## src/vga_settings.svh

```systemverilog
/*
 * VGA pipeline settings
 * Display timing for 1024x768, logo geometry, colours and APB register map
 */
`ifndef VGA_SETTINGS_SVH
`define VGA_SETTINGS_SVH

// Horizontal timing in pixel clocks
`define VGA_H_ACTIVE     1024
`define VGA_H_FP         24
`define VGA_H_SYNC       136
`define VGA_H_BP         160
`define VGA_H_TOTAL      (`VGA_H_ACTIVE + `VGA_H_FP + `VGA_H_SYNC + `VGA_H_BP)
`define VGA_H_SYNC_START (`VGA_H_ACTIVE + `VGA_H_FP)
`define VGA_H_SYNC_END   (`VGA_H_SYNC_START + `VGA_H_SYNC)

// Vertical timing in lines
`define VGA_V_ACTIVE     768
`define VGA_V_FP         3
`define VGA_V_SYNC       6
`define VGA_V_BP         29
`define VGA_V_TOTAL      (`VGA_V_ACTIVE + `VGA_V_FP + `VGA_V_SYNC + `VGA_V_BP)
`define VGA_V_SYNC_START (`VGA_V_ACTIVE + `VGA_V_FP)
`define VGA_V_SYNC_END   (`VGA_V_SYNC_START + `VGA_V_SYNC)

// Colours, 4 bits per channel
`define VGA_BG_COLOR     12'h189
`define VGA_LOGO_COLOR   12'hff0

// Logo band, strokes start at X0, X0+3W and X0+6W
`define VGA_LOGO_X0      300
`define VGA_LOGO_Y0      620
`define VGA_LOGO_Y1      720
`define VGA_STROKE_W     20

// APB register map
`define VGA_ADDR_POS     12'h000
`define VGA_ADDR_SIZE    12'h004
`define VGA_ADDR_COLOR   12'h008

`endif

```

## src/vga_pkg.sv

```systemverilog
/*
 * VGA pipeline types
 * Timing word, pixel word, rectangle configuration and APB register word
 */
package vga_pkg;

        typedef struct packed {
                logic [11:0] hcount;
                logic [11:0] vcount;
                logic        hsync;
                logic        hblnk;
                logic        vsync;
                logic        vblnk;
        } vga_timing_t;

        typedef struct packed {
                vga_timing_t tim;
                logic [11:0] rgb;
        } vga_pixel_t;

        typedef struct packed {
                logic [11:0] xpos;
                logic [11:0] ypos;
                logic [11:0] width;
                logic [11:0] height;
                logic [11:0] color;
        } rect_cfg_t;

        // Position view, also used for the size register
        typedef struct packed {
                logic [3:0]  rsvd_hi;
                logic [11:0] y;
                logic [3:0]  rsvd_lo;
                logic [11:0] x;
        } reg_pos_t;

        typedef struct packed {
                logic [19:0] rsvd;
                logic [11:0] rgb;
        } reg_color_t;

        typedef union packed {
                reg_pos_t   pos;
                reg_color_t color;
        } reg_word_u;

endpackage

```

## src/vga_apb_regs.sv

```systemverilog
/*
 * APB register slave
 * Rectangle position, size and colour with read-back, no wait states
 */
`timescale 1ns/1ps

`include "vga_settings.svh"

module vga_apb_regs (
        input  logic               clk,
        input  logic               rst,
        input  logic [11:0]        paddr,
        input  logic               psel,
        input  logic               penable,
        input  logic               pwrite,
        input  logic [31:0]        pwdata,
        output logic [31:0]        prdata,
        output logic               pready,
        output logic               pslverr,
        output vga_pkg::rect_cfg_t cfg
);

        vga_pkg::reg_word_u wr_word;
        vga_pkg::reg_word_u rd_word;
        logic               access;
        logic               addr_ok;

        assign wr_word = pwdata;
        assign access  = psel && penable;
        assign addr_ok = (paddr == `VGA_ADDR_POS) || (paddr == `VGA_ADDR_SIZE) ||
                         (paddr == `VGA_ADDR_COLOR);

        assign pready  = 1'b1;
        assign pslverr = access && !addr_ok;

        always_ff @(posedge clk) begin
                if (rst) begin
                        cfg <= '0;
                end else if (access && pwrite && addr_ok) begin
                        case (paddr)
                                `VGA_ADDR_POS: begin
                                        cfg.xpos <= wr_word.pos.x;
                                        cfg.ypos <= wr_word.pos.y;
                                end
                                // Size reuses the position layout
                                `VGA_ADDR_SIZE: begin
                                        cfg.width  <= wr_word.pos.x;
                                        cfg.height <= wr_word.pos.y;
                                end
                                default: begin
                                        cfg.color <= wr_word.color.rgb;
                                end
                        endcase
                end
        end

        // Read-back packs the fields the same way, unused bits stay 0
        always_comb begin
                rd_word = '0;
                case (paddr)
                        `VGA_ADDR_POS: begin
                                rd_word.pos.x = cfg.xpos;
                                rd_word.pos.y = cfg.ypos;
                        end
                        `VGA_ADDR_SIZE: begin
                                rd_word.pos.x = cfg.width;
                                rd_word.pos.y = cfg.height;
                        end
                        `VGA_ADDR_COLOR: begin
                                rd_word.color.rgb = cfg.color;
                        end
                        default: begin
                                rd_word = '0;
                        end
                endcase
        end

        assign prdata = rd_word;

        a_apb_setup: assert property (@(posedge clk) disable iff (rst)
                $rose(penable) |-> (psel && $past(psel)))
                else $error("penable rose without a setup phase");

endmodule

```

## src/vga_draw_background.sv

```systemverilog
/*
 * Background stage
 * Paints the backdrop and a logo band of three vertical strokes and one
 * diagonal stroke, black during blanking
 */
`timescale 1ns/1ps

`include "vga_settings.svh"

module vga_draw_background (
        input  logic                 clk,
        input  logic                 rst,
        input  vga_pkg::vga_timing_t tim,
        output vga_pkg::vga_pixel_t  bg
);

        localparam int W     = `VGA_STROKE_W;
        localparam int X0    = `VGA_LOGO_X0;
        localparam int X1    = `VGA_LOGO_X0 + 3 * `VGA_STROKE_W;
        localparam int X2    = `VGA_LOGO_X0 + 6 * `VGA_STROKE_W;
        localparam int X_END = `VGA_LOGO_X0 + 7 * `VGA_STROKE_W;

        logic [11:0] dx;
        logic [11:0] dy;
        logic        in_band;
        logic        on_stroke;
        logic [11:0] rgb_nxt;

        // Offsets from the top left corner of the logo band
        assign dx = tim.hcount - 12'(X0);
        assign dy = tim.vcount - 12'(`VGA_LOGO_Y0);

        assign in_band = (tim.vcount >= `VGA_LOGO_Y0) && (tim.vcount <= `VGA_LOGO_Y1) &&
                         (tim.hcount >= X0) && (tim.hcount < X_END);

        always_comb begin
                on_stroke = 1'b0;
                if (in_band) begin
                        // Vertical strokes
                        if ((tim.hcount < X0 + W) ||
                            ((tim.hcount >= X1) && (tim.hcount < X1 + W)) ||
                            ((tim.hcount >= X2) && (tim.hcount < X2 + W))) begin
                                on_stroke = 1'b1;
                        end
                        // Diagonal falling to the right, W pixels thick
                        if ((dy >= dx) && (dy < dx + 12'(W))) begin
                                on_stroke = 1'b1;
                        end
                end
        end

        always_comb begin
                if (tim.hblnk || tim.vblnk) begin
                        rgb_nxt = 12'h000;
                end else if (on_stroke) begin
                        rgb_nxt = `VGA_LOGO_COLOR;
                end else begin
                        rgb_nxt = `VGA_BG_COLOR;
                end
        end

        always_ff @(posedge clk) begin
                if (rst) begin
                        bg <= '0;
                end else begin
                        bg.tim <= tim;
                        bg.rgb <= rgb_nxt;
                end
        end

endmodule

```

## src/vga_draw_rect.sv

```systemverilog
/*
 * Rectangle stage
 * Flags pixels inside the configured rectangle, delays timing to match
 */
`timescale 1ns/1ps

module vga_draw_rect (
        input  logic                 clk,
        input  logic                 rst,
        input  vga_pkg::vga_timing_t tim,
        input  vga_pkg::rect_cfg_t   cfg,
        output logic                 hit,
        output vga_pkg::vga_timing_t rect_tim
);

        logic [12:0] x_end;
        logic [12:0] y_end;
        logic        in_x;
        logic        in_y;
        logic        hit_nxt;

        // One extra bit so a rectangle near the edge does not wrap
        assign x_end = {1'b0, cfg.xpos} + {1'b0, cfg.width};
        assign y_end = {1'b0, cfg.ypos} + {1'b0, cfg.height};

        assign in_x = (tim.hcount >= cfg.xpos) && ({1'b0, tim.hcount} < x_end);
        assign in_y = (tim.vcount >= cfg.ypos) && ({1'b0, tim.vcount} < y_end);

        assign hit_nxt = in_x && in_y && !tim.hblnk && !tim.vblnk;

        always_ff @(posedge clk) begin
                if (rst) begin
                        hit      <= 1'b0;
                        rect_tim <= '{hcount: '0, vcount: '0, hsync: 1'b1, hblnk: 1'b0,
                                      vsync: 1'b1, vblnk: 1'b0};
                end else begin
                        hit      <= hit_nxt;
                        rect_tim <= tim;
                end
        end

        // hit and rect_tim must stay aligned to the same pixel
        a_hit_unblanked: assert property (@(posedge clk) disable iff (rst)
                $rose(hit) |-> !(rect_tim.hblnk || rect_tim.vblnk))
                else $error("hit rose during blanking at h=%0d v=%0d",
                            rect_tim.hcount, rect_tim.vcount);

endmodule

```

## src/vga_mixer.sv

```systemverilog
/*
 * Output mixer
 * Rectangle colour wins over the background, result is registered
 */
`timescale 1ns/1ps

module vga_mixer (
        input  logic                 clk,
        input  logic                 rst,
        input  vga_pkg::vga_pixel_t  bg,
        input  logic                 hit,
        input  vga_pkg::vga_timing_t rect_tim,
        input  vga_pkg::rect_cfg_t   cfg,
        output vga_pkg::vga_pixel_t  pix
);

        logic [11:0] rgb_nxt;

        assign rgb_nxt = hit ? cfg.color : bg.rgb;

        always_ff @(posedge clk) begin
                if (rst) begin
                        pix <= '{tim: '{hcount: '0, vcount: '0, hsync: 1'b1, hblnk: 1'b0,
                                        vsync: 1'b1, vblnk: 1'b0},
                                 rgb: '0};
                end else begin
                        pix.tim <= rect_tim;
                        pix.rgb <= rgb_nxt;
                end
        end

        // Both drawing stages must have the same latency
        a_stage_align: assert property (@(posedge clk) disable iff (rst)
                (bg.tim.hcount == rect_tim.hcount) && (bg.tim.vcount == rect_tim.vcount))
                else $error("stage mismatch bg h=%0d v=%0d rect h=%0d v=%0d",
                            bg.tim.hcount, bg.tim.vcount,
                            rect_tim.hcount, rect_tim.vcount);

endmodule

```

## src/vga_timing.sv

```systemverilog
/*
 * VGA timing generator
 * Horizontal and vertical counters with negative sync and blanking flags
 */
`timescale 1ns/1ps

`include "vga_settings.svh"

module vga_timing (
        input  logic                 clk,
        input  logic                 rst,
        output vga_pkg::vga_timing_t tim
);

        logic [11:0] h_nxt;
        logic [11:0] v_nxt;

        // Next counter values, flags below are derived from them
        always_comb begin
                h_nxt = tim.hcount + 12'd1;
                v_nxt = tim.vcount;
                if (tim.hcount == `VGA_H_TOTAL - 1) begin
                        h_nxt = '0;
                        if (tim.vcount == `VGA_V_TOTAL - 1) begin
                                v_nxt = '0;
                        end else begin
                                v_nxt = tim.vcount + 12'd1;
                        end
                end
        end

        always_ff @(posedge clk) begin
                if (rst) begin
                        tim <= '{hcount: '0, vcount: '0, hsync: 1'b1, hblnk: 1'b0,
                                 vsync: 1'b1, vblnk: 1'b0};
                end else begin
                        tim.hcount <= h_nxt;
                        tim.vcount <= v_nxt;
                        tim.hblnk  <= (h_nxt >= `VGA_H_ACTIVE);
                        tim.vblnk  <= (v_nxt >= `VGA_V_ACTIVE);
                        // Sync pulses are active low
                        tim.hsync  <= !((h_nxt >= `VGA_H_SYNC_START) &&
                                        (h_nxt < `VGA_H_SYNC_END));
                        tim.vsync  <= !((v_nxt >= `VGA_V_SYNC_START) &&
                                        (v_nxt < `VGA_V_SYNC_END));
                end
        end

        a_hcount_range: assert property (@(posedge clk) disable iff (rst)
                tim.hcount <= `VGA_H_TOTAL - 1)
                else $error("hcount out of range: %0d", tim.hcount);

endmodule

```

## src/vga_top.sv

```systemverilog
/*
 * VGA frame pipeline top
 * Timing, two drawing stages, mixer and APB register block
 */
`timescale 1ns/1ps

module vga_top (
        input  logic                clk,
        input  logic                rst,
        input  logic [11:0]         paddr,
        input  logic                psel,
        input  logic                penable,
        input  logic                pwrite,
        input  logic [31:0]         pwdata,
        output logic [31:0]         prdata,
        output logic                pready,
        output logic                pslverr,
        output vga_pkg::vga_pixel_t pix
);

        vga_pkg::vga_timing_t tim;
        vga_pkg::vga_timing_t rect_tim;
        vga_pkg::vga_pixel_t  bg;
        vga_pkg::rect_cfg_t   cfg;
        logic                 hit;

        vga_timing timing_i (
                .clk (clk),
                .rst (rst),
                .tim (tim)
        );

        vga_draw_background bg_i (
                .clk (clk),
                .rst (rst),
                .tim (tim),
                .bg  (bg)
        );

        vga_draw_rect rect_i (
                .clk      (clk),
                .rst      (rst),
                .tim      (tim),
                .cfg      (cfg),
                .hit      (hit),
                .rect_tim (rect_tim)
        );

        vga_mixer mixer_i (
                .clk      (clk),
                .rst      (rst),
                .bg       (bg),
                .hit      (hit),
                .rect_tim (rect_tim),
                .cfg      (cfg),
                .pix      (pix)
        );

        vga_apb_regs regs_i (
                .clk     (clk),
                .rst     (rst),
                .paddr   (paddr),
                .psel    (psel),
                .penable (penable),
                .pwrite  (pwrite),
                .pwdata  (pwdata),
                .prdata  (prdata),
                .pready  (pready),
                .pslverr (pslverr),
                .cfg     (cfg)
        );

endmodule
```

## config.mk

```make
export PLATFORM = sky130hd
export DESIGN_NAME = vga_top
export DESIGN_NICKNAME = d
export VERILOG_FILES = /design/src/vga_pkg.sv /design/src/vga_apb_regs.sv /design/src/vga_draw_background.sv /design/src/vga_draw_rect.sv /design/src/vga_mixer.sv /design/src/vga_timing.sv /design/src/vga_top.sv
export VERILOG_INCLUDE_DIRS = /design/src
export SDC_FILE = /design/constraint.sdc
export NUM_CORES = 1
export LEC_CHECK = 0
export BUFFER_PORTS_ARGS = -buffer_cell sky130_fd_sc_hd__buf_4
export CORE_MARGIN = 10
export CORE_UTILIZATION = 45
export DETAILED_ROUTE_END_ITERATION = 12
export PLACE_DENSITY_LB_ADDON = 0.3
export SYNTH_ARGS = -nofsm -noshare
export SYNTH_HDL_FRONTEND = slang
export SYNTH_SLANG_ARGS = --single-unit
```

## constraint.sdc

```tcl
create_clock -name clk -period 3.66 [get_ports clk]
set_clock_uncertainty 0.05 [all_clocks]
set_input_delay 0.732 -clock clk [delete_from_list [all_inputs] [get_ports clk]]
set_output_delay 0.732 -clock clk [all_outputs]
set_load 0.01 [all_outputs]
```

# Word-level counts from Yosys, hierarchy flattened
# Cells that the tools add are included.
# W data, S select, Z words.
# word_totals
input_bits	49
elab_cells	101
regBits	169
# op_classes
add_sub_neg	7
magnitude_cmp	20
bitwise	1
n_reduce_logical	33
eq_ne	4
n_mux	10
# ops
operator	n
$mux W12	5
$ge A12 B10 Y1 const B	3
$ge A12 B12 Y1	3
$ge A12 B9 Y1 const B	3
$lt A12 B9 Y1 const B	3
$pmux W12 S3	1
$add A12 B12 Y13	2
$lt A12 B13 Y1	2
$add A12 B1 Y12 const B	2
$ge A12 B11 Y1 const B	2
$pmux W12 S2	1
$logic_and A1 B1 Y1	17
$add A12 B5 Y12 const B	1
$eq A12 B10 Y1 const B	1
$eq A12 B11 Y1 const B	1
$eq A12 B3 Y1 const B	1
$eq A12 B4 Y1 const B	1
$le A12 B10 Y1 const B	1
$logic_not A12 Y1	1
$lt A12 B10 Y1 const B	1
$lt A12 B11 Y1 const B	1
$lt A12 B12 Y1	1
$sub A12 B10 Y12 const B	1
$sub A12 B9 Y12 const B	1
other kinds (6)	19

# Longest topological paths before layout
# logic_depth
ltp_word	8
mapped_depth	15
mapped_depth_nobuf	15

# By module
# Synthesis repeated with hierarchy kept, for this count alone.
# hier_totals
cells_unflattened	1127
area_unflattened_um2	10388.7
# modules_own_cells
module	area_per_inst_um2	instances	seq_area_each_um2	cells_each
vga_apb_regs	2824.0	1	1201.2	292
vga_draw_rect	2780.2	1	580.6	326
vga_draw_background	2009.4	1	620.6	214
vga_timing	1604.0	1	560.5	198
vga_mixer	1171.1	1	800.8	97

# Worst setup path before layout
# OpenSTA, ideal clock, no wires.
# synth_timing
path_type	reg-to-reg
from	register timing_i.tim[18] (netlist name)
to	register bg_i.bg[3] (netlist name)
setup_ps	115
path_stages_with_launch	15
t_arrival_ps	2961
path_slack_ps	534
path_cell_list	dfxtp_1 > ha_1 > o21ai_0 > xor2_1 > inv_1 > nor3_1 > nand2_1 > nor2_1 > nand3b_1 > xnor2_1 > ha_1 > a21o_1 > a211oi_1 > o31ai_1 > and2_1
# synth_via
elab_chain_cells	8
# synth_lines
element	line	text
parallel branches: the longest is 6 deep, another holds $sub A12 B9 Y12	--	
$mux W1 *	vga_draw_background.sv:38	if (in_band) begin
$mux W12 *	vga_draw_background.sv:55	end else if (on_stroke) begin
# Every way passes the cells marked *.
# A chain may end at the register's enable or synchronous reset.

# Worst setup path in the final report
# layout_timing
from	register timing_i.tim[18] (netlist name)
to	register bg_i.bg[10] (netlist name)
# layout_via
elab_chain_cells	8
# layout_lines
element	line
parallel branches: the longest is 6 deep, another holds $sub A12 B9 Y12	--
$mux W1 *	vga_draw_background.sv:38
$mux W12 *	vga_draw_background.sv:55
# Marks and branches as above.

==> results.sh <==
export IMPL_slew_viol_final=0
export IMPL_endpoint_kind="register"
export IMPL_insertion_delay_ns=0.43
export IMPL_worst_ep_required_time_ns=3.93
export IMPL_worstMarginPinSlew_ns=1.01
export IMPL_layout_common_cells="159 x dfxtp_1, 145 x nand2_1, 129 x buf_4"
export IMPL_p_per_area_nw_per_um2=349
export IMPL_nFillCells=1843
export IMPL_synthFlopType="dfxtp_1"
export IMPL_p_int_mw=2.92
export IMPL_syn_area_um2=9140
export IMPL_grt_max_degree=96
export IMPL_slowest_stage="dfxtp_1"
export IMPL_synth_distinct_cells=55
export IMPL_initial_utilization_pct=45.5
export IMPL_grt_usage_pct=16.7
export IMPL_vias=7562
export IMPL_routed_wl_um=21900
export IMPL_post_cts_resized=0
export IMPL_postCtsSetupBuffers=0
export IMPL_synth_top_cell_by_area="dfxtp_1"
export IMPL_arrival_ns=3.60
export IMPL_path_common_cell="a21o_1"
export IMPL_crit_chain="a21o_1, a21oi_1, inv_1, o21ai_1, xor2_1, inv_1, nor3_1, xor2_1, ha_1, a21o_1, a21o_1, a211oi_1, o31ai_2, nor4_1"
export IMPL_antenna_found_initial=0
export IMPL_vias_per_cell=5.12
export IMPL_post_route_util_pct=53.9
export IMPL_drt_iter0_markers=382
export IMPL_dpl_instance_area_um2=10200
export IMPL_globalRouteOverflowTotal=0
export IMPL_max_freq_ghz=0.300
export IMPL_outcome="finished clean"
export IMPL_path_buf_inv=2
export IMPL_grt_pass1_wl_um=37000
export IMPL_max_slew_margin_pct=32.7
export IMPL_ioPinCount=123
export IMPL_cts_tree="built"
export IMPL_cts_sinks=160
export IMPL_min_period_over_period_pct=90.9
export IMPL_p_sw_share_pct=22.8
export IMPL_ys_ff_latch=160
export IMPL_netlist_area_leader_share_pct=35.0
export IMPL_holdCritPathClass="reg2reg"
export IMPL_path_clk_slew_ns=0.06
export IMPL_coreArea_um2=20100
export IMPL_final_common_cell="dfxtp_1"
export IMPL_drive_gt1_share_pct=15.0
export IMPL_setup_slack_ns=0.332
export IMPL_rsz0062_at_grt="no"
export IMPL_grt_pass1_vias=7596
export IMPL_avgSynthCellArea_um2=8.29
export IMPL_numCtsBuffers=17
export IMPL_busiest_layer="met2"
export IMPL_synth_seq_area_share_pct=35.0
export IMPL_hold_ws_ns=0.361
export IMPL_finalInstanceArea_um2=10800
export IMPL_max_vdd_ir_drop_v=0.000324
export IMPL_hold_buffers=0
export IMPL_synth_edf_count=0
export IMPL_diodes=0
export IMPL_crit_path_start_kind="register"
export IMPL_power_leakage_nw=4.69
export IMPL_ys_top_cells_by_area="dfxtp_1 35%, ha_1 14%, a21oi_1 6.7%"
export IMPL_crit_fanout=7
export IMPL_io_buffers=105
export IMPL_preCtsSetupSlack_ns=0.252
export IMPL_numPlacedInstances=1445
export IMPL_power_mw=3.78
export IMPL_die_w_um=163
export IMPL_drc=0
export IMPL_synthToLayoutAreaGrowth_pct=18.6
export IMPL_maxCapViolCount=0
export IMPL_route_antenna_remaining_nets=0
export IMPL_path_class="reg2reg"
export IMPL_yosysWarningCount=0
export IMPL_cts_root_buf="clkbuf_16"
export IMPL_rows=52
export IMPL_final_cells=1477
export IMPL_grt_util_met2_pct=25.4
export IMPL_final_nets=1350
export IMPL_async_reset_ff_share_pct=0
export IMPL_die_y_um=163
export IMPL_seq_power_share_pct=46.5
export IMPL_place_gp_congestion=0.889
export IMPL_synthesis_instances=1103
export IMPL_use_met1_pct=22.4
export IMPL_final_hold_violation_count=0
export IMPL_switchingPower_uw=862
export IMPL_clkPwrFrac_pct=49.4
export IMPL_die_area_um2=26400
export IMPL_finalCriticalPeriod_ns=3.33
export IMPL_max_stage_delay_ns=0.40
export IMPL_setup_tns_ns=0
export IMPL_clock_path_buffers=2
export IMPL_dp_hpwl_um=16600
export IMPL_combPwrFrac_pct=4.2
export IMPL_crit_family="compound AO/OA/AOI/OAI gates"
export IMPL_finalSetupViolations=0
export IMPL_cts_max_level=4
export IMPL_drt_first_pass_iters=4
export IMPL_post_drt_wl_per_cell_um=14.8
export IMPL_use_met3_pct=4.50
==> layout make-up <==
type	instances	area, µm²	area share, %
inverter	45	169	1.56
sequential	160	3200	29.6
tap	270	338	3.12
multi-input combinational	841	5540	51.1
clock inverter	14	179	1.65
clock buffer	18	439	4.05
timing repair buffer	129	968	8.93
==> registers in the layout, summed over array words and instances (netlist names) <==
name             count
regs_i.cfg          60
mixer_i.pix         40
rect_i.rect_tim     28
timing_i.tim        28
bg_i.bg              3
rect_i.hit           1
==> cell families (layout without fill, tap and decap cells) <==
group	after synthesis	count (layout)	synth area share, %
flops	160	160	35.0
xor+xnor	61	61	5.84
buf+inv	109	206	4.94
simple gates	410	410	21.3
compound gates	215	215	13.7
mux	39	39	4.28
other cells	2	9	0.0822
fa+ha+maj	107	107	14.8
==> worst paths after layout <==
kind	start	endpoint	slack (ns)	cells past startpoint
worst min register to register	rect_i.rect_tim[3]$_SDFF_PP1_	mixer_i.pix[15]$_SDFF_PP1_	0.36	1
worst max register to register	timing_i.tim[18]$_SDFF_PP0_	bg_i.bg[10]$_SDFF_PP0_	0.33	14
worst max-delay path	timing_i.tim[18]$_SDFF_PP0_	bg_i.bg[10]$_SDFF_PP0_	0.33	14
worst min-delay path	rect_i.rect_tim[3]$_SDFF_PP1_	mixer_i.pix[15]$_SDFF_PP1_	0.36	1
==> power groups by stage <==
stage,sequential [mW],clock [mW],combinational (mW)
4_1_cts,1.76,1.90,0.158
2_1_floorplan,1.80,0,0.0893
5_1_grt,1.76,1.97,0.173
6_report,1.76,1.87,0.157
3_5_place_dp,1.80,0,0.157
3_3_place_gp,1.80,0,0.156
==> per-layer routing <==
layer / vias up / routed length [µm]
met5: - / 0
met2: 178 / 9310
met1: 3418 / 10900
met4: 0 / 310
met3: 23 / 1360
li1: 3943 / -
==> synth_stat cells, types with 6 or more instances <==
library cell  number
a211oi_1           7
a21o_1            16
a21oi_1          122
a31oi_1            8
and3_1             8
buf_2              7
buf_4              9
clkbuf_1          45
dfxtp_1          160
ha_1             105
inv_1             45
mux2i_1           38
nand2_1          145
nand2b_1          13
nand3_1           21
nand4_1            8
nor2_1           102
nor2b_1           48
nor3_1            25
nor4_1             6
o211ai_1           9
o21a_1             7
o21ai_0           27
or2_2              8
xnor2_1           34
xor2_1            27
Note: power is estimated with default switching activity, not from simulation.
